$ cat config.mk
export PLATFORM = sky130hd
export DESIGN_NAME = pc_gen
export DESIGN_NICKNAME = d
export VERILOG_FILES = /design/src/fetch_pkg.sv /design/src/pc_gen.sv
export SDC_FILE = /design/constraint.sdc
export NUM_CORES = 1
export LEC_CHECK = 0
export BUFFER_PORTS_ARGS = -buffer_cell sky130_fd_sc_hd__clkbuf_2
export CAP_MARGIN = 10
export CELL_PAD_IN_SITES_DETAIL_PLACEMENT = 0
export CELL_PAD_IN_SITES_GLOBAL_PLACEMENT = 1
export CORE_MARGIN = 2
export CORE_UTILIZATION = 25
export DETAILED_ROUTE_END_ITERATION = 6
export HOLD_SLACK_MARGIN = 0.12
export PLACE_DENSITY = 0.73
export SLEW_MARGIN = 20
export SYNTH_ARGS = -nofsm -noshare
export SYNTH_HDL_FRONTEND = slang
export SYNTH_SLANG_ARGS = --single-unit
$ cat constraint.sdc
create_clock -name clk -period 1.7 [get_ports clk]
set_input_delay 0.085 -clock clk [delete_from_list [all_inputs] [get_ports clk]]
set_output_delay 0.085 -clock clk [all_outputs]
set_load 0.005 [all_outputs]
$ cat src/fetch_pkg.sv
package fetch_pkg;

    typedef logic [15:0] pc_t;
    typedef logic [7:0]  page_t;
    typedef logic [31:0] instr_t;
    typedef logic [6:0]  opcode_t;

    localparam opcode_t OP_NOP   = 7'd0;  // hold instruction, whole word zero
    localparam opcode_t OP_LOAD  = 7'd2;
    localparam opcode_t OP_STORE = 7'd3;
    localparam opcode_t OP_JUMP  = 7'd4;  // page in [15:8], target pc in [31:16]
    localparam opcode_t OP_PUSH  = 7'd5;
    localparam opcode_t OP_POP   = 7'd6;

    localparam pc_t   IRQ_VECTOR_PC   = 16'd1;
    localparam page_t IRQ_VECTOR_PAGE = 8'd0;

    typedef enum logic [1:0] {
        S_IDLE,
        S_READ,
        S_PREFETCH,
        S_PF_HELD
    } fetch_state_e;

    // opcodes that touch data memory, no prefetch behind them
    function automatic logic is_mem_op(opcode_t op);
        return op == OP_LOAD || op == OP_STORE || op == OP_PUSH || op == OP_POP;
    endfunction

endpackage
$ cat src/pc_gen.sv
`timescale 1ns/1ps

module pc_gen import fetch_pkg::*; (
    input  logic  clk,
    input  logic  rst,
    input  logic  boot,
    input  logic  irq_in,
    input  logic  irq_en,
    input  logic  retire_valid,
    input  pc_t   retire_pc,
    input  logic  jump_taken,
    input  pc_t   jump_pc,
    input  page_t jump_page,
    output pc_t   pc,
    output page_t page,
    output logic  irq_pending
);

    logic irq_prev;
    logic irq_rise;
    logic at_vector;

    assign irq_rise = irq_in && !irq_prev && irq_en;
    // page has not moved yet while the instruction retires
    assign at_vector = retire_valid && retire_pc == IRQ_VECTOR_PC && page == IRQ_VECTOR_PAGE;

    always_ff @(posedge clk) begin
        if (rst) begin
            pc          <= '0;
            page        <= '0;
            irq_prev    <= 1'b0;
            irq_pending <= 1'b0;
        end else begin
            irq_prev <= irq_in;
            if (irq_rise) begin
                irq_pending <= 1'b1;
            end else if (at_vector) begin
                irq_pending <= 1'b0;  // handler entered
            end

            if (boot) begin
                pc   <= '0;
                page <= '0;
            end else if (retire_valid) begin
                if (jump_taken) begin
                    pc   <= jump_pc;
                    page <= jump_page;
                end else if (irq_pending && !at_vector) begin
                    pc   <= IRQ_VECTOR_PC;
                    page <= IRQ_VECTOR_PAGE;
                end else begin
                    pc <= pc + pc_t'(1);  // sequential, page unchanged
                end
            end
        end
    end

endmodule

==> impl_metrics.py <==
metrics = {
    "routing": {
        "drtIter0Drc": 87,
        "vias": 1846,
        "drc_errors": 0,
        "viasPerCell": 4.962,
        "wirelength_mm": 5.106,
        "firstDrtPassIters": 4,
        "drtAntennaViolNets": 0,
        "wl_per_cell_um": 13.73,
    },
    "place": {
        "routabilityCongestion": 0.8572,
        "dp_slack_ns": -0.06998,
        "io_buffers": 71,
        "hpwlAfterDp_mm": 3.830,
        "placed_cell_area_um2": 2126,
    },
    "yosys": {
        "syn_avg_cell_area_um2": 7.908,
        "netlist_area_um2": 1431,
        "yosysSeqAreaShare": 0.3636,
        "ys.warnings.count": 0,
        "synth-seq-cells": 26,
        "ys_types": 37,
        "synthCells": 181,
        "synthesis.nets": 229,
    },
    "setup_path": {
        "path_max_fanout": 5,
        "crit_arrival_ns": 1.87,
        "crit_buf_inv": 1,
        "cp_slowest_cell": "or4_1",
        "worst_setup_path_start_kind": "flip-flop",
        "crit_type": "reg -> reg",
        "max_stage_delay_ns": 0.41,
        "critPathRequiredTime_ns": 1.90,
        "worstSetupEndpointType": "flip-flop",
        "path_cells": "nor4_4 > and4_4 > buf_6 > a21oi_4 > or4_1 > a31oi_1",
        "cp_top_family": "simple AND/OR/NAND/NOR gates",
    },
    "cells_and_area": {
        "drive_gt1_frac": 0.4600,
        "multi_input_area_um2": 968.4,
        "syn_to_final_growth_pct": 73.08,
        "final_cell_mix": "71 x clkbuf_2, 34 x buf_4, 29 x nand2_1, 21 x dfxtp_1",
        "fin_nets": 350,
        "fillers": 551,
        "stdcell_area_um2": 2477,
        "final_common_cell": "clkbuf_2",
        "ff_latch_area_um2": 526.8,
        "num_antenna_cells": 0,
    },
    "grt": {
        "grt_pass1_vias": 1777,
        "grt_pass1_wl_mm": 8.045,
        "antenna_found_initial": 0,
        "track_usage": 0.1604,
        "use_met1": 0.2024,
        "use_met2": 0.2840,
        "grt_busiest_layer": "met2",
        "grt_max_degree": 22,
        "grt_use_met3": 0.02149,
        "overflow": 0,
    },
    "sta": {
        "rsz0062_at_grt": "true",
        "hold_viol": 0,
        "setup_viol": 0,
        "tightest_slew_ns": 0.4755,
        "fin_crit_ns": 1.672,
        "slew_headroom": 0.6805,
        "fin_skew_ns": 0.004244,
        "layout_worst_path_cycle_share": 0.9835,
        "slew_violations": 0,
        "layout_setup_ws_ns": 0.02801,
        "fmax_mhz": 598.1,
    },
    "die": {
        "die_h_um": 79.67,
        "start_util": 0.2599,
        "ioPinCount": 72,
        "fp.dieW_um": 79.67,
        "num_rows": 27,
        "die_area_um2": 6347,
        "coreArea_um2": 5507,
    },
    "cts": {
        "clock_latency_ns": 0.27,
        "clock_path_buffers": 2,
        "cts_buffers": 3,
        "numClockSinks": 26,
        "root_buffer": "clkbuf_8",
        "htreeDepth": 1,
        "cts_tree": "yes",
        "clk_pin_slew_ns": 0.09,
    },
    "hold_path": {
        "hold_path_class": "in -> reg",
    },
    "run_status": {
        "outcome": "completed",
    },
    "pwr": {
        "power.leakage_nw": 1.107,
        "max-vdd-ir-drop_mv": 0.2886,
        "finalPower_mw": 1.300,
        "power_density_nw_per_um2": 524.7,
    },
    "job": {
        "cap_violations": 0,
    },
}
[where the power goes]
group | total [mW] | switching (mW) | internal (mW)
clock | 0.358 | 0.199 | 0.159
sequential | 0.641 | 0.0154 | 0.626
combinational | 0.301 | 0.138 | 0.162
total | 1.30 | 0.353 | 0.947
[path summary, 6_finish.rpt]
kind	startpoint	slack, ns	endpoint	cells after the start
setup / recovery	page[2]$_SDFFE_PP0P_	0.03	pc[5]$_SDFFE_PP0P_	6
hold / removal	jump_pc[6]	0.12	pc[6]$_SDFFE_PP0P_	4
setup reg to reg	page[2]$_SDFFE_PP0P_	0.03	pc[5]$_SDFFE_PP0P_	6
hold reg to reg	irq_prev$_SDFF_PP0_	0.52	irq_pending$_SDFFE_PP0P_	3
[metrics by stage]
stage | hold WS (ns) | util | TNS [ns] | cells
after floorplan | 0.1566 | - | 0 | 181
after global placement | 0.3000 | 0.3860 | -0.3182 | 352
after detailed placement | 0.3014 | 0.3860 | -0.5167 | 352
after CTS | 0.1254 | 0.4244 | 0 | 370
after global routing | 0.1432 | 0.4499 | -0.07419 | 372
final | 0.1184 | 0.4499 | 0 | 372
[sequential cells by signal (all words and copies together) (netlist names)]
name and flops:
pc 16, irq_prev 1, page 8, irq_pending 1
[kinds of logic (layout without fill, tap and decap cells)]
family                     count (synthesis)  count (layout)  share of synthesized area
AOI/OAI and AO/OA                         66              66                     0.3173
and+or+nand+nor                           71              71                     0.2640
DFF                                       26              26                     0.3636
buffers and inverters                     17             136                    0.04633
adders and majority gates                  1               1                   0.008740
[what timing repair did]
| action | CTS | global route |
|---|---|---|
| hold buffers | 14 | 0 |
| setup endpoints to repair | 15 | 25 |
| pin swaps | 4 | 13 |
| endpoints found under the hold margin | 13 | 0 |
| gates resized for setup | 5 | 27 |
| cloned | 0 | 2 |
| setup buffers | 1 | 0 |
[synth_stat cells]
cell type,instances,share of area
a31oi_1,5,0.022
o2bb2ai_1,2,0.012
and2_1,2,0.0087
o41ai_1,4,0.024
nor4_1,4,0.017
nand3_1,6,0.021
a221oi_1,1,0.0061
a311oi_1,1,0.0061
nor2b_1,2,0.0087
nor2_1,10,0.026
nand2_1,29,0.076
nor4b_1,2,0.012
a41oi_1,1,0.0061
nand4_1,3,0.013
or4_1,3,0.016
ha_1,1,0.0087
or2_2,1,0.0044
a22oi_1,2,0.010
buf_1,1,0.0026
and4b_1,1,0.0070
and3_4,1,0.0079
a21oi_1,12,0.042
or3_1,1,0.0044
inv_1,6,0.016
o21ai_0,17,0.059
dfxtp_1,26,0.36
nor3_1,1,0.0035
clkbuf_1,8,0.021
buf_2,2,0.0070
o21a_1,2,0.010
and4_1,3,0.018
a32o_1,10,0.070
nand4_4,1,0.015
o31ai_1,3,0.016
a21o_1,5,0.026
a21oi_2,1,0.0061
and3_1,1,0.0044
[layout make-up]
type,instances,share of cell area
Timing Repair Buffer,127,0.3343
Inverter,6,0.009091
Multi-Input combinational cell,138,0.3909
Sequential cell,26,0.2126
Clock buffer,3,0.01667
Tap cell,72,0.03636
[metal layers]
layer,up-vias,wire length [µm]
li1,931,-
met1,853,2248
met2,60,2507
met3,2,316
met4,0,34
met5,-,0
[tightest hold or removal path: cells and delay by family]
family | cells | cell delay (ns)
compound gates | 2 | 0.15
buf+inv | 1 | 0.08
simple gates | 1 | 0.05
(Power assumes the default switching activity.)
