==> src/fetch_pkg.sv <==
package fetch_pkg;

    typedef logic [15:0] pc_t;
    typedef logic [7:0]  page_t;
    typedef logic [31:0] instr_t;
    typedef logic [6:0]  opcode_t;

    localparam opcode_t OP_NOP   = 7'd0;  // hold instruction, whole word zero
    localparam opcode_t OP_LOAD  = 7'd2;
    localparam opcode_t OP_STORE = 7'd3;
    localparam opcode_t OP_JUMP  = 7'd4;  // page in [15:8], target pc in [31:16]
    localparam opcode_t OP_PUSH  = 7'd5;
    localparam opcode_t OP_POP   = 7'd6;

    localparam pc_t   IRQ_VECTOR_PC   = 16'd1;
    localparam page_t IRQ_VECTOR_PAGE = 8'd0;

    typedef enum logic [1:0] {
        S_IDLE,
        S_READ,
        S_PREFETCH,
        S_PF_HELD
    } fetch_state_e;

    // opcodes that touch data memory, no prefetch behind them
    function automatic logic is_mem_op(opcode_t op);
        return op == OP_LOAD || op == OP_STORE || op == OP_PUSH || op == OP_POP;
    endfunction

endpackage
==> src/instr_decode.sv <==
`timescale 1ns/1ps

module instr_decode import fetch_pkg::*; (
    input  logic   clk,
    input  logic   rst,
    input  logic   instr_valid,
    input  instr_t instr,
    input  pc_t    pc,
    output logic   retire_valid,
    output pc_t    retire_pc,
    output instr_t retire_instr,
    output logic   jump_taken,
    output pc_t    jump_pc,
    output page_t  jump_page
);

    opcode_t opcode;
    logic    is_jump;

    assign opcode  = instr[6:0];
    assign is_jump = opcode == OP_JUMP;

    always_ff @(posedge clk) begin
        if (rst) begin
            retire_valid <= 1'b0;
            jump_taken   <= 1'b0;
        end else begin
            retire_valid <= instr_valid;
            jump_taken   <= instr_valid && is_jump;
        end
    end

    always_ff @(posedge clk) begin
        if (instr_valid) begin
            retire_pc    <= pc;  // pc is still the fetched one here
            retire_instr <= instr;
            jump_pc      <= instr[31:16];
            jump_page    <= instr[15:8];
        end
    end

endmodule

==> config.mk <==
export PLATFORM = sky130hd
export DESIGN_NAME = instr_decode
export DESIGN_NICKNAME = d
export VERILOG_FILES = /design/src/fetch_pkg.sv /design/src/instr_decode.sv
export SDC_FILE = /design/constraint.sdc
export NUM_CORES = 1
export LEC_CHECK = 0
export BUFFER_PORTS_ARGS = -buffer_cell sky130_fd_sc_hd__buf_2
export CAP_MARGIN = 0
export CORE_ASPECT_RATIO = 0.9
export CORE_UTILIZATION = 36
export CTS_CLUSTER_DIAMETER = 40
export DETAILED_ROUTE_END_ITERATION = 10
export MAX_ROUTING_LAYER = met4
export PLACE_DENSITY_LB_ADDON = 0.05
export SLEW_MARGIN = 25
export SYNTH_ARGS = -nofsm -noshare
export SYNTH_HDL_FRONTEND = slang
export SYNTH_SLANG_ARGS = --single-unit
==> constraint.sdc <==
create_clock -name clk -period 0.8 [get_ports clk]
set_input_delay 0.16 -clock clk [delete_from_list [all_inputs] [get_ports clk]]
set_output_delay 0.16 -clock clk [all_outputs]
set_load 0.1 [all_outputs]
==> results of run 1 <==
## repair_timing
| action | CTS | global route |
|---|---|---|
| gates cloned | 0 | 0 |
| pin swaps | 0 | 0 |
| setup endpoints to repair | 74 | 74 |
| hold buffers | 0 | 0 |
| hold endpoints to repair | 0 | 0 |
## routing by layer
layer | vias up | routed length (um) | GRT usage [%]
met1 | 464 | 1200 | 15.7
met5 | - | 0 | -
li1 | 482 | - | -
met4 | 0 | 49 | 7.08
met3 | 6 | 407 | 6.05
met2 | 73 | 1910 | 25.6
## power by group through the flow
stage          logic, mW  registers, mW  clock network (mW)
3_3_place_gp        3.51           3.39                   0
2_1_floorplan       1.09           4.72                   0
6_report            3.51           3.34                1.45
3_5_place_dp        3.53           3.40                   0
4_1_cts             3.53           3.34                1.51
5_1_grt             3.58           3.36                1.58
## logic make-up after synthesis
| family | count (synthesis) | synth area share, % |
|---|---|---|
| AND/OR/NAND/NOR | 4 | 1.92 |
| flip-flops | 50 | 87.4 |
| buffers and inverters | 24 | 10.6 |
## area by class of cell
class | count | share of cell area (%)
Multi-Input combinational cell | 4 | 0.941
Timing Repair Buffer | 126 | 51.3
Clock buffer | 8 | 2.61
Sequential cell | 50 | 42.9
Tap cell | 62 | 2.24
## through the flow
stage / setup TNS (ps) / power, mW / setup slack [ps]
after global placement: -740 / 6.89 / -29.4
after floorplan: -28140 / 5.81 / -586
after detailed placement: -1730 / 6.93 / -62.3
after global routing: -25300 / 8.52 / -386
final: -22660 / 8.30 / -354
after CTS: -23880 / 8.38 / -366
## flip-flops by register name, indices dropped and copies added (netlist names)
register	cells
retire_pc	16
retire_instr	32
retire_valid	1
jump_taken	1
## layout by cell type (no fill, tap or decap), drive strengths merged
master | Yosys | layout
clkbuf | 0 | 8
dfxtp | 2 | 2
edfxtp | 48 | 48
nor3 | 1 | 1
buf | 24 | 126
nor4b | 1 | 1
nor2b | 1 | 1
and3 | 1 | 1
## worst paths after layout
check | start | to | slack [ps] | cells after the start
min | rst | retire_valid$_SDFF_PP0_ | 30 | 2
max | retire_instr[29]$_DFFE_PP_ | jump_pc[13] | -350 | 1
==> metrics list, run 1 <==
- The run finished, with violations left.
* Violations in the final reports: negative setup slack
* Synthesized area per cell: 21.7 um2
- RSZ-0062 raised after global routing: yes
- Across the run, the number of max-cap violations was 0.
- Power spent charging and discharging nets: 3.32 mW
- Number of flops mapped to enable cells by yosys: 48
* Final-layout fill cell count: 267
- Drt via density: 4.10
* Worst hold margin: 29.1 ps
- Max Root-Sink Buffers: 2
- After the flow finishes, the layout carries non-filler instances totaling 250.
- Die width: 74.3 um
* Worst-path clk slew: 80 ps
* Starting density of the core: 37.7%
* Share of final-layout standard cells stronger than drive strength 1: 71.8%
* Setup slack after layout: -354 ps
- Diode insertion count for antenna repair: 0
- The H-tree was split into 2 levels.
- The multi-input combinational cells in the finished layout cover a total of 32.5 um2.
- Cell with the most instances after synthesis: sky130_fd_sc_hd__edfxtp_1
* Bufs and invs on worst path: 1
- Delay of the slowest critical-path stage: 490 ps
* Post-CTS setup buffer count: 0
- Number of nets at the end of the flow: 238
* Vias in the first global route: 1,059
* Part of the total power dissipated in sequential elements: 40.2%
* Initial detailed-routing violation count: 41
- Cells after synthesis: 78
- The Yosys step of the flow raised 0 warnings.
* Relative contribution of combinational cells to total power: 42.3%
- Flip-flop and latch area: 1480 um2
- Setup violations remaining at the end of the flow were counted as 74.
- Router iterations before antenna repair: 3
- In this run the worst hold path is classified as input pin to flop.
* Antenna violations before repair: 0
- F_max: 867 MHz
- STA classifies the critical path startpoint as a flop.
- Post-synth top cells: 48 x sky130_fd_sc_hd__edfxtp_1, 24 x sky130_fd_sc_hd__buf_4, 2 x sky130_fd_sc_hd__dfxtp_1
* Placeable core area: 4490 um2
* Wire length of the first global-routing pass: 5130 um
* Die Y-Extent: 67.1 um
- Largest delay share family, worst path: flip-flops
* Total power density per cell area: 2400 nW/um2
* Fin crit share: 144%
* Cell type with the largest total area after synthesis: sky130_fd_sc_hd__edfxtp_1
- Max Fanout on Critical Path: 2
* Number of sinks on the clock net: 50
- 125 I/O pins were placed.
* Req. time, crit path: 640 ps
- Clock tree synthesis selected as its root buffer the cell sky130_fd_sc_hd__clkbuf_8.
* Leakage power summed over all cells: 1.45 nW
- Once detailed placement completed, the half-perimeter wirelength came to 3000 um.
* Number of endpoints with negative hold slack in the final report: 0
- The worst-case IR drop observed on VDD is 1.35 mV.
* Fin area: 3460 um2
* Max-slew headroom: 85.4%
* Maximum number of pins on one net before global-route repair: 30
- CTS tree: yes
- Flop and latch count out of synthesis: 50
* Overall Global Routing Usage: 15.3%
- Routability-driven placement finished with a final weighted congestion of 0.691.
* Internal Power: 4.98 mW
- When the netlist entered floorplanning its net count stood at 129.
* Post-Syn Area: 1690 um2
- For this run, design rule violations remaining after detail routing come to 0.
* Final ANT Viol Nets: 0
* Share of the synthesized area in the top cell type: 85.1%
- Aggregate global routing overflow: 0
- Measured on the finished design, the core utilization comes to 77.0%.
- Mean routed wirelength per cell: 14.3 um
- Buffers added on ports: 124
* Sequential-to-total area share from yosys stat: 87.4%
* Fraction of registers with async set/reset: 0%
- Class of the most critical setup path: flop to output port
- Data arrives at the worst endpoint at 990 ps.
- Die Outline Area: 4980 um2
* List of cells traversed by the critical path: buf_12
- Counting I/O delays and the setup requirement, the final critical path takes 1150 ps.
- Once placement finished, the instance area stood at 3370 um2.
* Transition at the pin with the smallest max-transition slack: 220 ps
- Buffers inserted during clock tree synthesis total 5.
- The most used flip-flop cell after synthesis is sky130_fd_sc_hd__edfxtp_1.
- STA classifies the critical path endpoint as an output port.
- The final max-slew violation count was 0.
* Dominant cells by area after synthesis: sky130_fd_sc_hd__edfxtp_1 85%, sky130_fd_sc_hd__buf_4 11%, sky130_fd_sc_hd__dfxtp_1 2.4%
- In this run, post-CTS repair resized a total of 0 instances.
- Relative to the synthesized area, the layout overhead comes to 104%.
- Among all stages on the critical path, the largest delay is contributed by sky130_fd_sc_hd__edfxtp_1.
* Via count of the routed design: 1,025
- Cell total after placement: 242
- The floorplan has 23 rows.
- Count of different cell masters after synthesis: 7
* Power share of the clock group: 17.5%
- Aggregate routed wire length: 3580 um
- Net Sw Frac: 40.0%
Note: power is estimated with default switching activity, not from simulation.
==> run 2, diff against run 1 <==
--- a/config.mk
+++ b/config.mk
@@ -8,11 +8,12 @@
 export BUFFER_PORTS_ARGS = -buffer_cell sky130_fd_sc_hd__buf_2
 export CAP_MARGIN = 0
 export CORE_ASPECT_RATIO = 0.9
-export CORE_UTILIZATION = 36
+export CORE_UTILIZATION = 39
 export CTS_CLUSTER_DIAMETER = 40
 export DETAILED_ROUTE_END_ITERATION = 10
 export MAX_ROUTING_LAYER = met4
 export PLACE_DENSITY_LB_ADDON = 0.05
+export SETUP_SLACK_MARGIN = 0.5
 export SLEW_MARGIN = 25
 export SYNTH_ARGS = -nofsm -noshare
 export SYNTH_HDL_FRONTEND = slang
==> constraint.sdc (replaced) <==
create_clock -name clk -period 1.2 [get_ports clk]
set_input_delay 0.24 -clock clk [delete_from_list [all_inputs] [get_ports clk]]
set_output_delay 0.24 -clock clk [all_outputs]
set_load 0.1 [all_outputs]
==> run 2 against run 1 <==
The run still ends with negative setup slack left. Design area grew 1.6%. Sequential power shrank 33%. Clock power shrank 7%. Cell count shrank 5.2%. Wire length grew 16%.
==> metrics list, run 2 (synthesis results as in run 1) <==
* Aggregate routed wire length: 4150 um
- Dividing the detail-routed via count by the number of cells gives 4.57.
- Setup repair after global routing could not meet its margin everywhere.
- VDD IR max: 1.31 mV
- Final ANT Viol Nets: 0
* CTS HTree Levels: 2
- Antenna violations before repair: 0
- Total negative slack: -1660 ps
* Endpoint arrival time on the critical path: 1030 ps
* Die Outline Area: 4610 um2
* Bufs and invs on worst path: 1
- Number of buffers inserted by hold repair at cts: 0
* Regs by FF count: retire_instr x32, retire_pc x16
* Final critical-path required period: 1270 ps
- Net Sw Frac: 38.0%
- The final max-slew violation count came to 0.
* Max-slew headroom: 83.8%
- Req. time, crit path: 960 ps
- The HPWL after detailed placement is 3150 um.
* Initial detailed-routing violation count: 37
- Delay of the slowest critical-path stage: 500 ps
- The number of hold violations in the final report came to 0.
* Leakage power summed over all cells: 1.49 nW
- The core region is 4130 um2.
- Post-Route Utilization: 85.0%
- In this run the count of I/O pins placed on the die edge is 125.
* Share of final-layout standard cells stronger than drive strength 1: 72.5%
- Die width: 71.5 um
* Total power density per cell area: 1690 nW/um2
- Of the total power, the clock network draws 22.7%.
- Total number of placement rows: 22
- The signal on the critical path passes through buf_12.
- Max Fanout on Critical Path: 2
* Overall power consumption: 5.94 mW
- After detailed placement, the total cell area comes to 3350 um2.
* Routability congestion estimate from global placement: 0.643
- Category of the worst setup path launch point: flop
- Maximum number of pins on one net before global-route repair: 26
* Commonest non-fill, non-tap cell in the layout: sky130_fd_sc_hd__buf_12
- Number of CTS-inserted buffers: 5
- The via count of the first global-routing pass came to 1,046.
* Number of sinks on the clock net: 50
- In this run the worst hold path is classified as input pin to flop.
* Finish-stage setup viols: 48
- Power spent charging and discharging nets: 2.26 mW
- From synthesis to final layout, the design area changed by 107%.
- Via count of the routed design: 1,083
- For this run, the total global-route usage over all layers was measured as 17.8%.
* Internal Power: 3.68 mW
- Part of the total power dissipated in sequential elements: 37.5%
- The initial utilization of the core area, before any placement, comes to 41.0%.
* Top library cells by usage in the layout, fill and taps aside: 76 x sky130_fd_sc_hd__buf_12, 50 x sky130_fd_sc_hd__buf_2, 48 x sky130_fd_sc_hd__edfxtp_1, 5 x sky130_fd_sc_hd__clkbuf_8
- Aggregate global routing overflow: 0
* F_max: 790 MHz
* Max Root-Sink Buffers: 2
- Buffers added on ports: 124
- The root buffer cell chosen for the clock tree is sky130_fd_sc_hd__clkbuf_8.
* Final-layout fill cell count: 175
- The slowest stage of the critical path is the sky130_fd_sc_hd__edfxtp_1 cell.
- Mean routed wirelength per cell: 17.5 um
- For the pin with the worst max-slew slack, the measured transition is 243 ps.
- Number of nets at the end of the flow: 239
- Critical path capture point type: output port
- TritonCTS built the clock tree.
- Combinational logic burns 39.7% of the power.
- The number of setup buffers added after CTS is 0.
* Diode insertion count for antenna repair: 0
* Most flops, register: retire_instr
* Wire length of the first global-routing pass: 5490 um
- The critical path is of the flop to output port type.
- On the critical path the largest part of the delay comes from flip-flops.
- The finished cells cover 3510 um2.
- The die is 64.5 um tall.
* Setup slack after layout: -65.2 ps
* Number of max-capacitance violations reported: 0
- Fin crit share: 105%
* Number of DRC violations after detailed routing: 0
- The register with the most flip-flops in the layout has 32 of them.
- Before antenna repair, the detailed router went through 6 iterations.
* Worst-path clk slew: 80 ps
- The checks that failed: negative setup slack.
- Outcome: finished with violations
[run 2: cell count changes in the layout (fill, tap and decap cells not counted), sizes merged]
cell / change
bufinv: +2
clkbuf: -2
clkinv: +1
[run 2: what timing repair did]
action	in CTS	in global routing
setup endpoints to repair	74	75
gates resized for setup	0	0
cloned	0	1
[run 2: cell type report]
| type | count | area [um2] | area share, % |
|---|---|---|---|
| timing repair buffer | 127 | 1800 | 51.2 |
| sequential | 50 | 1490 | 42.4 |
| clock buffer | 5 | 68.8 | 1.96 |
| clock inverter | 3 | 63.8 | 1.82 |
| tap | 48 | 60.1 | 1.71 |
| multi-input combinational | 4 | 32.5 | 0.927 |
[run 2: worst paths after layout]
kind / start / to / slack (ps) / depth (start not counted)
hold / removal: rst / retire_valid$_SDFF_PP0_ / 90 / 2
setup / recovery: retire_instr[19]$_DFFE_PP_ / jump_pc[3] / -70 / 1
[run 2: power groups by stage]
stage	registers (mW)	logic (mW)	clock network, mW
6_report	2.23	2.36	1.35
2_1_floorplan	3.14	0.725	0
4_1_cts	2.23	2.36	1.39
3_5_place_dp	2.27	2.36	0
5_1_grt	2.24	2.39	1.44
3_3_place_gp	2.25	2.34	0
[run 2: through the flow]
step / std cells / setup WS, ps / hold WS (ps)
final: 237 / -65.2 / 94.7
after global routing: 237 / -99.5 / 78.4
after detailed placement: 228 / 198 / 405
after global placement: 228 / 274 / 394
after floorplan: 78 / -266 / 310
after CTS: 236 / -79.5 / 74.8
[run 2: layer usage]
metal	vias up	part of all wire (%)	routed length, um	GRT usage, %
met5	-	0	0	-
met3	10	9.6	398	8.86
li1	485	-	-	-
met2	76	57	2350	31.8
met1	512	32	1320	16.6
met4	0	2.1	86	5.88
