--- src/fetch_pkg.sv ---
package fetch_pkg;

    typedef logic [15:0] pc_t;
    typedef logic [7:0]  page_t;
    typedef logic [31:0] instr_t;
    typedef logic [6:0]  opcode_t;

    localparam opcode_t OP_NOP   = 7'd0;  // hold instruction, whole word zero
    localparam opcode_t OP_LOAD  = 7'd2;
    localparam opcode_t OP_STORE = 7'd3;
    localparam opcode_t OP_JUMP  = 7'd4;  // page in [15:8], target pc in [31:16]
    localparam opcode_t OP_PUSH  = 7'd5;
    localparam opcode_t OP_POP   = 7'd6;

    localparam pc_t   IRQ_VECTOR_PC   = 16'd1;
    localparam page_t IRQ_VECTOR_PAGE = 8'd0;

    typedef enum logic [1:0] {
        S_IDLE,
        S_READ,
        S_PREFETCH,
        S_PF_HELD
    } fetch_state_e;

    // opcodes that touch data memory, no prefetch behind them
    function automatic logic is_mem_op(opcode_t op);
        return op == OP_LOAD || op == OP_STORE || op == OP_PUSH || op == OP_POP;
    endfunction

endpackage
--- src/fetch.sv ---
`timescale 1ns/1ps

module fetch import fetch_pkg::*; #(
    parameter int MEM_AW = 10
) (
    input  logic              clk,
    input  logic              rst,
    input  logic              boot,
    input  pc_t               pc,
    input  page_t             page,
    input  logic              mem_busy,
    input  logic              mem_cack,
    input  instr_t            mem_data,
    input  logic              mem_data_ready,
    output logic              mem_read,
    output logic [MEM_AW-1:0] mem_addr,
    output instr_t            instr,
    output logic              instr_valid,
    output logic              pc_hold
);

    fetch_state_e state;
    fetch_state_e state_n;

    pc_t         prev_pc;
    page_t       prev_page;
    logic [1:0]  step_dly;  // follows instr_valid to the pc update
    pc_t         pf_pc;
    page_t       pf_page;
    instr_t      pf_data;
    instr_t      instr_q;
    logic [23:0] cur_full;
    logic [23:0] next_full;

    logic   new_pc;
    logic   want;
    logic   pf_hit;
    logic   deliver;
    instr_t dlv_data;
    logic   issue_demand;
    logic   issue_pf;

    // a jump to itself keeps the pc value, so the retire timing is watched as well
    assign new_pc = pc != prev_pc || page != prev_page || step_dly[1];
    assign want   = new_pc || pc_hold;  // current pc still has no instruction
    assign pf_hit = pc == pf_pc && page == pf_page;

    assign cur_full  = {page, pc};
    assign next_full = {page, pc + pc_t'(1)};

    assign instr = pc_hold ? instr_t'(OP_NOP) : instr_q;

    always_comb begin
        state_n      = state;
        deliver      = 1'b0;
        dlv_data     = mem_data;
        issue_demand = 1'b0;
        issue_pf     = 1'b0;
        case (state)
            S_IDLE: begin
                if (want && !mem_busy) begin
                    issue_demand = 1'b1;
                end
            end
            S_READ: begin
                if (mem_data_ready) begin
                    deliver = 1'b1;
                end
            end
            S_PREFETCH: begin
                if (mem_data_ready) begin
                    if (!want) begin
                        state_n = S_PF_HELD;  // keep it until the pc moves
                    end else if (pf_hit) begin
                        deliver = 1'b1;
                    end else begin
                        issue_demand = 1'b1;
                    end
                end
            end
            S_PF_HELD: begin
                dlv_data = pf_data;
                if (want) begin
                    if (pf_hit) begin
                        deliver = 1'b1;
                    end else begin
                        issue_demand = 1'b1;  // miss, drop the held word
                    end
                end
            end
            default: state_n = S_IDLE;
        endcase

        if (deliver) begin
            if (is_mem_op(dlv_data[6:0])) begin
                state_n = S_IDLE;
            end else begin
                issue_pf = 1'b1;  // static prediction pc+1
            end
        end
        if (issue_demand) begin
            state_n = S_READ;
        end
        if (issue_pf) begin
            state_n = S_PREFETCH;
        end
    end

    always_ff @(posedge clk) begin
        if (rst || boot) begin
            state       <= S_IDLE;
            mem_read    <= 1'b0;
            instr_valid <= 1'b0;
            pc_hold     <= 1'b0;
            step_dly    <= '0;
            prev_pc     <= '1;  // forces a demand read once boot ends
            prev_page   <= '0;
        end else begin
            state       <= state_n;
            instr_valid <= deliver;
            step_dly    <= {step_dly[0], instr_valid};
            prev_pc     <= pc;
            prev_page   <= page;
            if (issue_demand || issue_pf) begin
                mem_read <= 1'b1;
            end else if (mem_cack) begin
                mem_read <= 1'b0;
            end
            if (deliver) begin
                pc_hold <= 1'b0;
            end else if (new_pc) begin
                pc_hold <= 1'b1;
            end
        end
    end

    always_ff @(posedge clk) begin
        if (deliver) begin
            instr_q <= dlv_data;
        end
        if (issue_demand) begin
            mem_addr <= cur_full[MEM_AW-1:0];
        end
        if (issue_pf) begin
            mem_addr <= next_full[MEM_AW-1:0];
            pf_pc    <= pc + pc_t'(1);
            pf_page  <= page;
        end
        if (state == S_PREFETCH && mem_data_ready) begin
            pf_data <= mem_data;
        end
    end

endmodule

--- config.mk ---
export PLATFORM = sky130hd
export DESIGN_NAME = fetch
export DESIGN_NICKNAME = d
export VERILOG_FILES = /design/src/fetch_pkg.sv /design/src/fetch.sv
export SDC_FILE = /design/constraint.sdc
export NUM_CORES = 1
export LEC_CHECK = 0
export BUFFER_PORTS_ARGS = -buffer_cell sky130_fd_sc_hd__buf_2
export CAP_MARGIN = 20
export CORE_MARGIN = 3
export CORE_UTILIZATION = 30
export CTS_BUF_LIST = sky130_fd_sc_hd__clkbuf_8
export CTS_CLUSTER_SIZE = 16
export DETAILED_ROUTE_END_ITERATION = 8
export HOLD_SLACK_MARGIN = 0.06
export SKIP_LAST_GASP = 1
export SYNTH_ARGS = -nofsm -noshare
export SYNTH_HDL_FRONTEND = slang
export SYNTH_SLANG_ARGS = --single-unit
--- constraint.sdc ---
create_clock -name clk -period 5.55 [get_ports clk]
set_input_delay 0.555 -clock clk [delete_from_list [all_inputs] [get_ports clk]]
set_output_delay 0.555 -clock clk [all_outputs]
set_load 0.03 [all_outputs]
==> impl_metrics.yaml, run 1 <==
yosys:
  syn-num-nets: 472
  netlist_top_cells_count: "edfxtp_1 (98), xor2_1 (40), nor2b_1 (33)"
  synth_edf_count: 98
  synth-async-reset-ratio: 0
  ys_ff_latch: 129
  synth_area_mm2: 0.00568
  yosys_warnings: 0
  synth_most_common_cell: "edfxtp_1"
  ys_types: 45
  yosysSeqAreaShare: 0.627
  synth_ff_type: "edfxtp_1"
  yosys.area.top_type_share: 0.518
  yosys.area.top_type: "edfxtp_1"
  postSynthAreaPerCell_um2: 13.9
  synth.top_cells.by_area: "edfxtp_1 (52%), dfxtp_1 (11%), xor2_1 (6.2%)"
  synthCells: 409
power:
  power_mw: 2.01
  p_comb_frac: 0.092
  seq_power_share: 0.534
  intPower_mw: 1.52
  ir_drop_uv: 152
  p_leak_nw: 2.51
  swShare: 0.243
  p_clk_frac: 0.374
  power.switching_mw: 0.488
  p_per_area_mw_per_mm2: 297
floorplanning:
  start_util: 0.311
  die_area_mm2: 0.0206
  io-pin-count: 107
  die_w_um: 144
  core-area_mm2: 0.0183
  rows: 49
  die-height_um: 144
layout:
  n_antenna_cell: 0
  areaGrowthSynthToFinish_pct: 18.9
  nNetsFinal: 579
  drive_above_1_share: 0.335
clock_network:
  holdBufCountCts: 0
  cts_buffers: 17
  cts_resized: 0
  root_buffer: "clkbuf_8"
  htree_levels: 4
  clock_path_buffers: 2
  path_clk_slew_ns: 0.07
  tritoncts: "built"
  post_cts_buffers: 0
  clk-insertion-delay-late_ns: 0.44
  cts.sinks: 129
grt:
  grt_use_total: 0.125
  grt_pass1_vias: 3571
  grt_antenna_before_repair: 0
  grt_first_pass_wirelength_mm: 19.5
  grt-ovfl-total: 0
  grt_max_degree: 34
critical_path:
  crit_end: "mem_addr[2]$_DFFE_PP_"
  critPathKind: "flop to flop"
  arrival_ns: 3.53
  rrSetupSlack_ns: 2.11
  critPathLaunchType: "flop"
  crit_start: "state[0]$_SDFF_PP0_"
  r2r_start: "state[0]$_SDFF_PP0_"
  required_ns: 5.64
  worst-r2r-cell-count: 8
  reg2reg_to: "mem_addr[2]$_DFFE_PP_"
  worstSetupEndpointType: "flop"
  path_max_fanout: 32
hold_path:
  hold_class: "primary input to flop"
  hp-start: "mem_data[9]"
sta:
  finalCriticalPeriod_ns: 3.44
  setup_viol: 0
  rsz0062_at_grt: "no"
  slew_headroom: 0.303
  fin_crit_sh: 0.620
  tightestPinTransition_ns: 1.04
  finalHoldViolCount: 0
  fmaxAchievable_ghz: 0.291
  fin_ws_ns: 2.11
  finalClockSkew_ns: 0.0118
  final_max_slew_viol_count: 0
  tns_ns: 0
drt:
  drtIter0Drc: 263
  dr.pass1.iters: 4
  vias_per_cell: 4.64
  route.detailed.wl_per_inst_um: 16.6
  routed_wl_mm: 12.6
  drtAntennaViolNets: 0
  num_vias: 3520
  drc_errors: 0
place:
  dp_hpwl_mm: 8.73
  dpl_worst_slack_ns: 1.80
  place_congestion: 0.858
  portBuffers: 106
flow_run:
  cap_violations: 0
run_status:
  outcome: "completed"
-- logic make-up after synthesis --
kind of cell    share of synthesized area
xor+xnor                            0.108
compound gates                     0.0372
flops                               0.627
fa+ha+maj                         0.00220
simple gates                        0.131
mux                                0.0634
buf+inv                            0.0306
-- area by class of cell --
cell class	instances	area (um^2)
Clock buffer	17	234
Clock inverter	15	129
Fill cell	1817	11500
Inverter	8	30.0
Multi-Input combinational cell	249	1940
Sequential cell	129	3560
Tap cell	229	287
Timing Repair Buffer	111	568
-- power groups by stage --
stage               combinational (mW)  sequential (mW)  clock [mW]
floorplan                        0.108             1.10           0
global placement                 0.183             1.09           0
detailed placement               0.186             1.09           0
CTS                              0.187             1.07       0.777
global route                     0.203             1.07       0.818
finish                           0.185             1.07       0.750
-- flip-flops by register name, summed over array words and instances, names as in the netlist, 8 cells and up --
signal     cells
prev_page      8
pf_page        8
pf_pc         16
prev_pc       16
pf_data       32
instr_q       32
mem_addr      10
-- per-stage QoR --
| step | hold slack [ns] | utilization | instances | area (um^2) |
|---|---|---|---|---|
| 2_1_floorplan | 0.406 | - | 409 | 5680 |
| 3_3_place_gp | 0.420 | 0.349 | 724 | 6370 |
| 3_5_place_dp | 0.420 | 0.349 | 724 | 6370 |
| 4_1_cts | 0.270 | 0.369 | 756 | 6740 |
| 5_1_grt | 0.274 | 0.370 | 758 | 6750 |
| 6_report | 0.304 | 0.370 | 758 | 6750 |
-- metal layers --
layer  wire (um)  part of all wire  track usage  vias up
met5           0                 0            0        -
met4         258             0.021       0.0466        0
met3         716             0.057       0.0379       21
met2        5810              0.46        0.199      119
met1        5790              0.46        0.160     1693
li1            -                 -            -     1687
-- critical path, stage by stage, from the launching register on --
cell	delay [ns]
dfxtp_1	0.43
nand2_1	0.12
buf_4	0.39
mux2_2	0.41
xor2_1	0.19
nor4_2	0.07
buf_4	0.18
a31oi_4	0.82
or2_1	0.47
-- worst min path at each step --
| stage | slack [ns] | depth (start not counted) | endpoint |
|---|---|---|---|
| after floorplan | 0.41 | 1 | step_dly[1]$_SDFF_PP0_ |
| after detailed placement | 0.42 | 1 | step_dly[1]$_SDFF_PP0_ |
| after CTS | 0.27 | 1 | pf_data[9]$_DFFE_PP_ |
| after global placement | 0.42 | 1 | step_dly[1]$_SDFF_PP0_ |
| final | 0.30 | 1 | pf_data[9]$_DFFE_PP_ |
| after global routing | 0.27 | 1 | pf_data[14]$_DFFE_PP_ |
-- layout by cell type (no fill, tap or decap), drive strengths merged, types with 11 or more instances in the layout --
master / n
inv: 11
edfxtp: 98
xor2: 40
mux2: 29
xnor2: 30
or3: 17
dfxtp: 31
nor2b: 33
and2: 13
clkbuf: 17
buf: 111
No activity file was read; power rests on OpenSTA's default activity.
==> run 2: changes to the inputs <==
ABC_AREA = 1   (was default)
clock period = 2.9 ns   (was 5.55 ns; I/O delays follow)
==> impl_metrics.yaml, run 2 <==
run_status:
  outcome: "completed"
power:
  p_per_area_mw_per_mm2: 550
  p_leak_nw: 3.35
  ir_drop_uv: 261
  power_mw: 4.07
clock_network:
  root_buffer: "clkbuf_8"
  clk-insertion-delay-late_ns: 0.44
  cts_buffers: 17
  path_clk_slew_ns: 0.07
  htree_levels: 4
  holdBufCountCts: 37
  post_cts_buffers: 0
  cts_resized: 0
  tritoncts: "built"
  clock_path_buffers: 2
  cts.sinks: 129
critical_path:
  arrival_ns: 2.34
  rrSetupSlack_ns: 0.72
  critPathKind: "primary input to flop"
  crit_start: "page[1]"
  worstSetupEndpointType: "flop"
  r2r_start: "state[1]$_SDFF_PP0_"
  worst-r2r-cell-count: 9
  crit_end: "mem_addr[9]$_DFFE_PP_"
  path_max_fanout: 10
  critPathLaunchType: "primary input"
  required_ns: 2.99
  reg2reg_to: "mem_addr[9]$_DFFE_PP_"
sta:
  tns_ns: 0
  fin_crit_sh: 0.774
  hold_slack_ns: 0.109
  fin_ws_ns: 0.654
  rsz0062_at_grt: "no"
  setup_viol: 0
  fmaxAchievable_ghz: 0.445
  finalClockSkew_ns: 0.0117
  finalHoldViolCount: 0
  tightestPinTransition_ns: 0.471
  final_max_slew_viol_count: 0
  slew_headroom: 0.685
  finalCriticalPeriod_ns: 2.25
layout:
  top_regs: "instr_q x32, pf_data x32"
  mostFrequentLayoutCells: "nand2_1 (149), buf_2 (106), edfxtp_1 (98), inv_1 (89), nor2_1 (81)"
  n_fill_cell: 1877
  multiInputGateArea_mm2: 0.00178
  areaGrowthSynthToFinish_pct: 27.8
  layout_commonest_cell: "nand2_1"
  drive_above_1_share: 0.260
  regArea_mm2: 0.00356
  final_util: 0.393
  design_area_mm2: 0.00740
  fin_cells: 1008
  nNetsFinal: 797
drt:
  drtIter0Drc: 241
  route.detailed.wl_per_inst_um: 12.8
  vias_per_cell: 4.06
  dr.pass1.iters: 4
  num_vias: 4092
  drc_errors: 0
  drtAntennaViolNets: 0
  routed_wl_mm: 12.9
floorplanning:
  rows: 50
  die_w_um: 145
  core-area_mm2: 0.0188
  start_util: 0.308
  io-pin-count: 107
  die_area_mm2: 0.0210
  die-height_um: 145
yosys:
  ys_types: 31
  netlist_top_cells_count: "nand2_1 (149), edfxtp_1 (98), inv_1 (87)"
  yosys.area.top_type_share: 0.508
  synthCells: 580
  synth.top_cells.by_area: "edfxtp_1 (51%), dfxtp_1 (11%), nand2_1 (9.7%)"
  postSynthAreaPerCell_um2: 9.99
  yosysSeqAreaShare: 0.615
  synth_edf_count: 98
  ys_ff_latch: 129
  synth-async-reset-ratio: 0
  synth_area_mm2: 0.00579
  yosys_warnings: 0
  synth_ff_type: "edfxtp_1"
  yosys.area.top_type: "edfxtp_1"
  synth_most_common_cell: "nand2_1"
  syn-num-nets: 643
grt:
  grt_use_total: 0.127
  grt_antenna_before_repair: 1
  grt_max_degree: 42
  grt_first_pass_wirelength_mm: 21.1
  grt-ovfl-total: 0
  grt_pass1_vias: 4085
place:
  dp_cells: 938
  dpl_worst_slack_ns: 0.616
  dp_hpwl_mm: 9.02
  portBuffers: 106
  dpl_cell_area_mm2: 0.00663
  place_congestion: 0.751
hold_path:
  hold_class: "primary input to flop"
flow_run:
  cap_violations: 0
run 2: cell families after synthesis:
logic type                 share of synthesized area
AOI/OAI and AO/OA                             0.0263
xor gates and xnor gates                      0.0423
adders and majority gates                    0.00216
buffers and inverters                         0.0786
DFF                                            0.615
muxes                                         0.0512
and+or+nand+nor                                0.184
run 2: worst min-delay path by stage:
stage	slack [ns]	startpoint	to	cells after the start
5_1_grt	0.07	page[3]	pf_page[3]$_DFFE_PP_	1
6_report	0.11	page[3]	pf_page[3]$_DFFE_PP_	1
3_5_place_dp	0.41	step_dly[0]$_SDFF_PP0_	step_dly[1]$_SDFF_PP0_	2
3_3_place_gp	0.40	step_dly[0]$_SDFF_PP0_	step_dly[1]$_SDFF_PP0_	2
4_1_cts	0.07	page[3]	pf_page[3]$_DFFE_PP_	1
2_1_floorplan	0.39	mem_data[0]	pf_data[0]$_DFFE_PP_	0
run 2: cell type report:
cell class              count  share of cell area
diodes                      1            0.000338
clock buffers              21              0.0390
multi-input cells         341               0.241
flip-flops and latches    129               0.481
repair buffers            150               0.130
clock inverters            11              0.0152
inverters                  95              0.0488
well taps                 260              0.0439
run 2: metal layers:
| layer | track usage | vias to the layer above | part of all wire |
|---|---|---|---|
| met4 | 0.0556 | 0 | 0.024 |
| met2 | 0.199 | 80 | 0.46 |
| met5 | 0 | - | 0 |
| met1 | 0.168 | 1852 | 0.48 |
| met3 | 0.0294 | 22 | 0.031 |
| li1 | - | 2138 | - |
run 2: where the power goes:
part / switching, mW / leakage, nW / internal, mW
Clock: 0.688 / 0.202 / 0.844
Sequential: 0.0227 / 1.15 / 2.05
Combinational: 0.291 / 2.00 / 0.172
run 2: critical path, stage by stage:
cell	delay, ns
dlygate4sd3_1	0.54
buf_2	0.15
inv_1	0.07
nand2_1	0.06
nand2_1	0.05
nor2_1	0.10
nand2_1	0.10
nor2_1	0.10
nand2_1	0.07
nor2_2	0.11
nand2_1	0.07
nand2_2	0.10
nand3_4	0.13
nand2_1	0.40
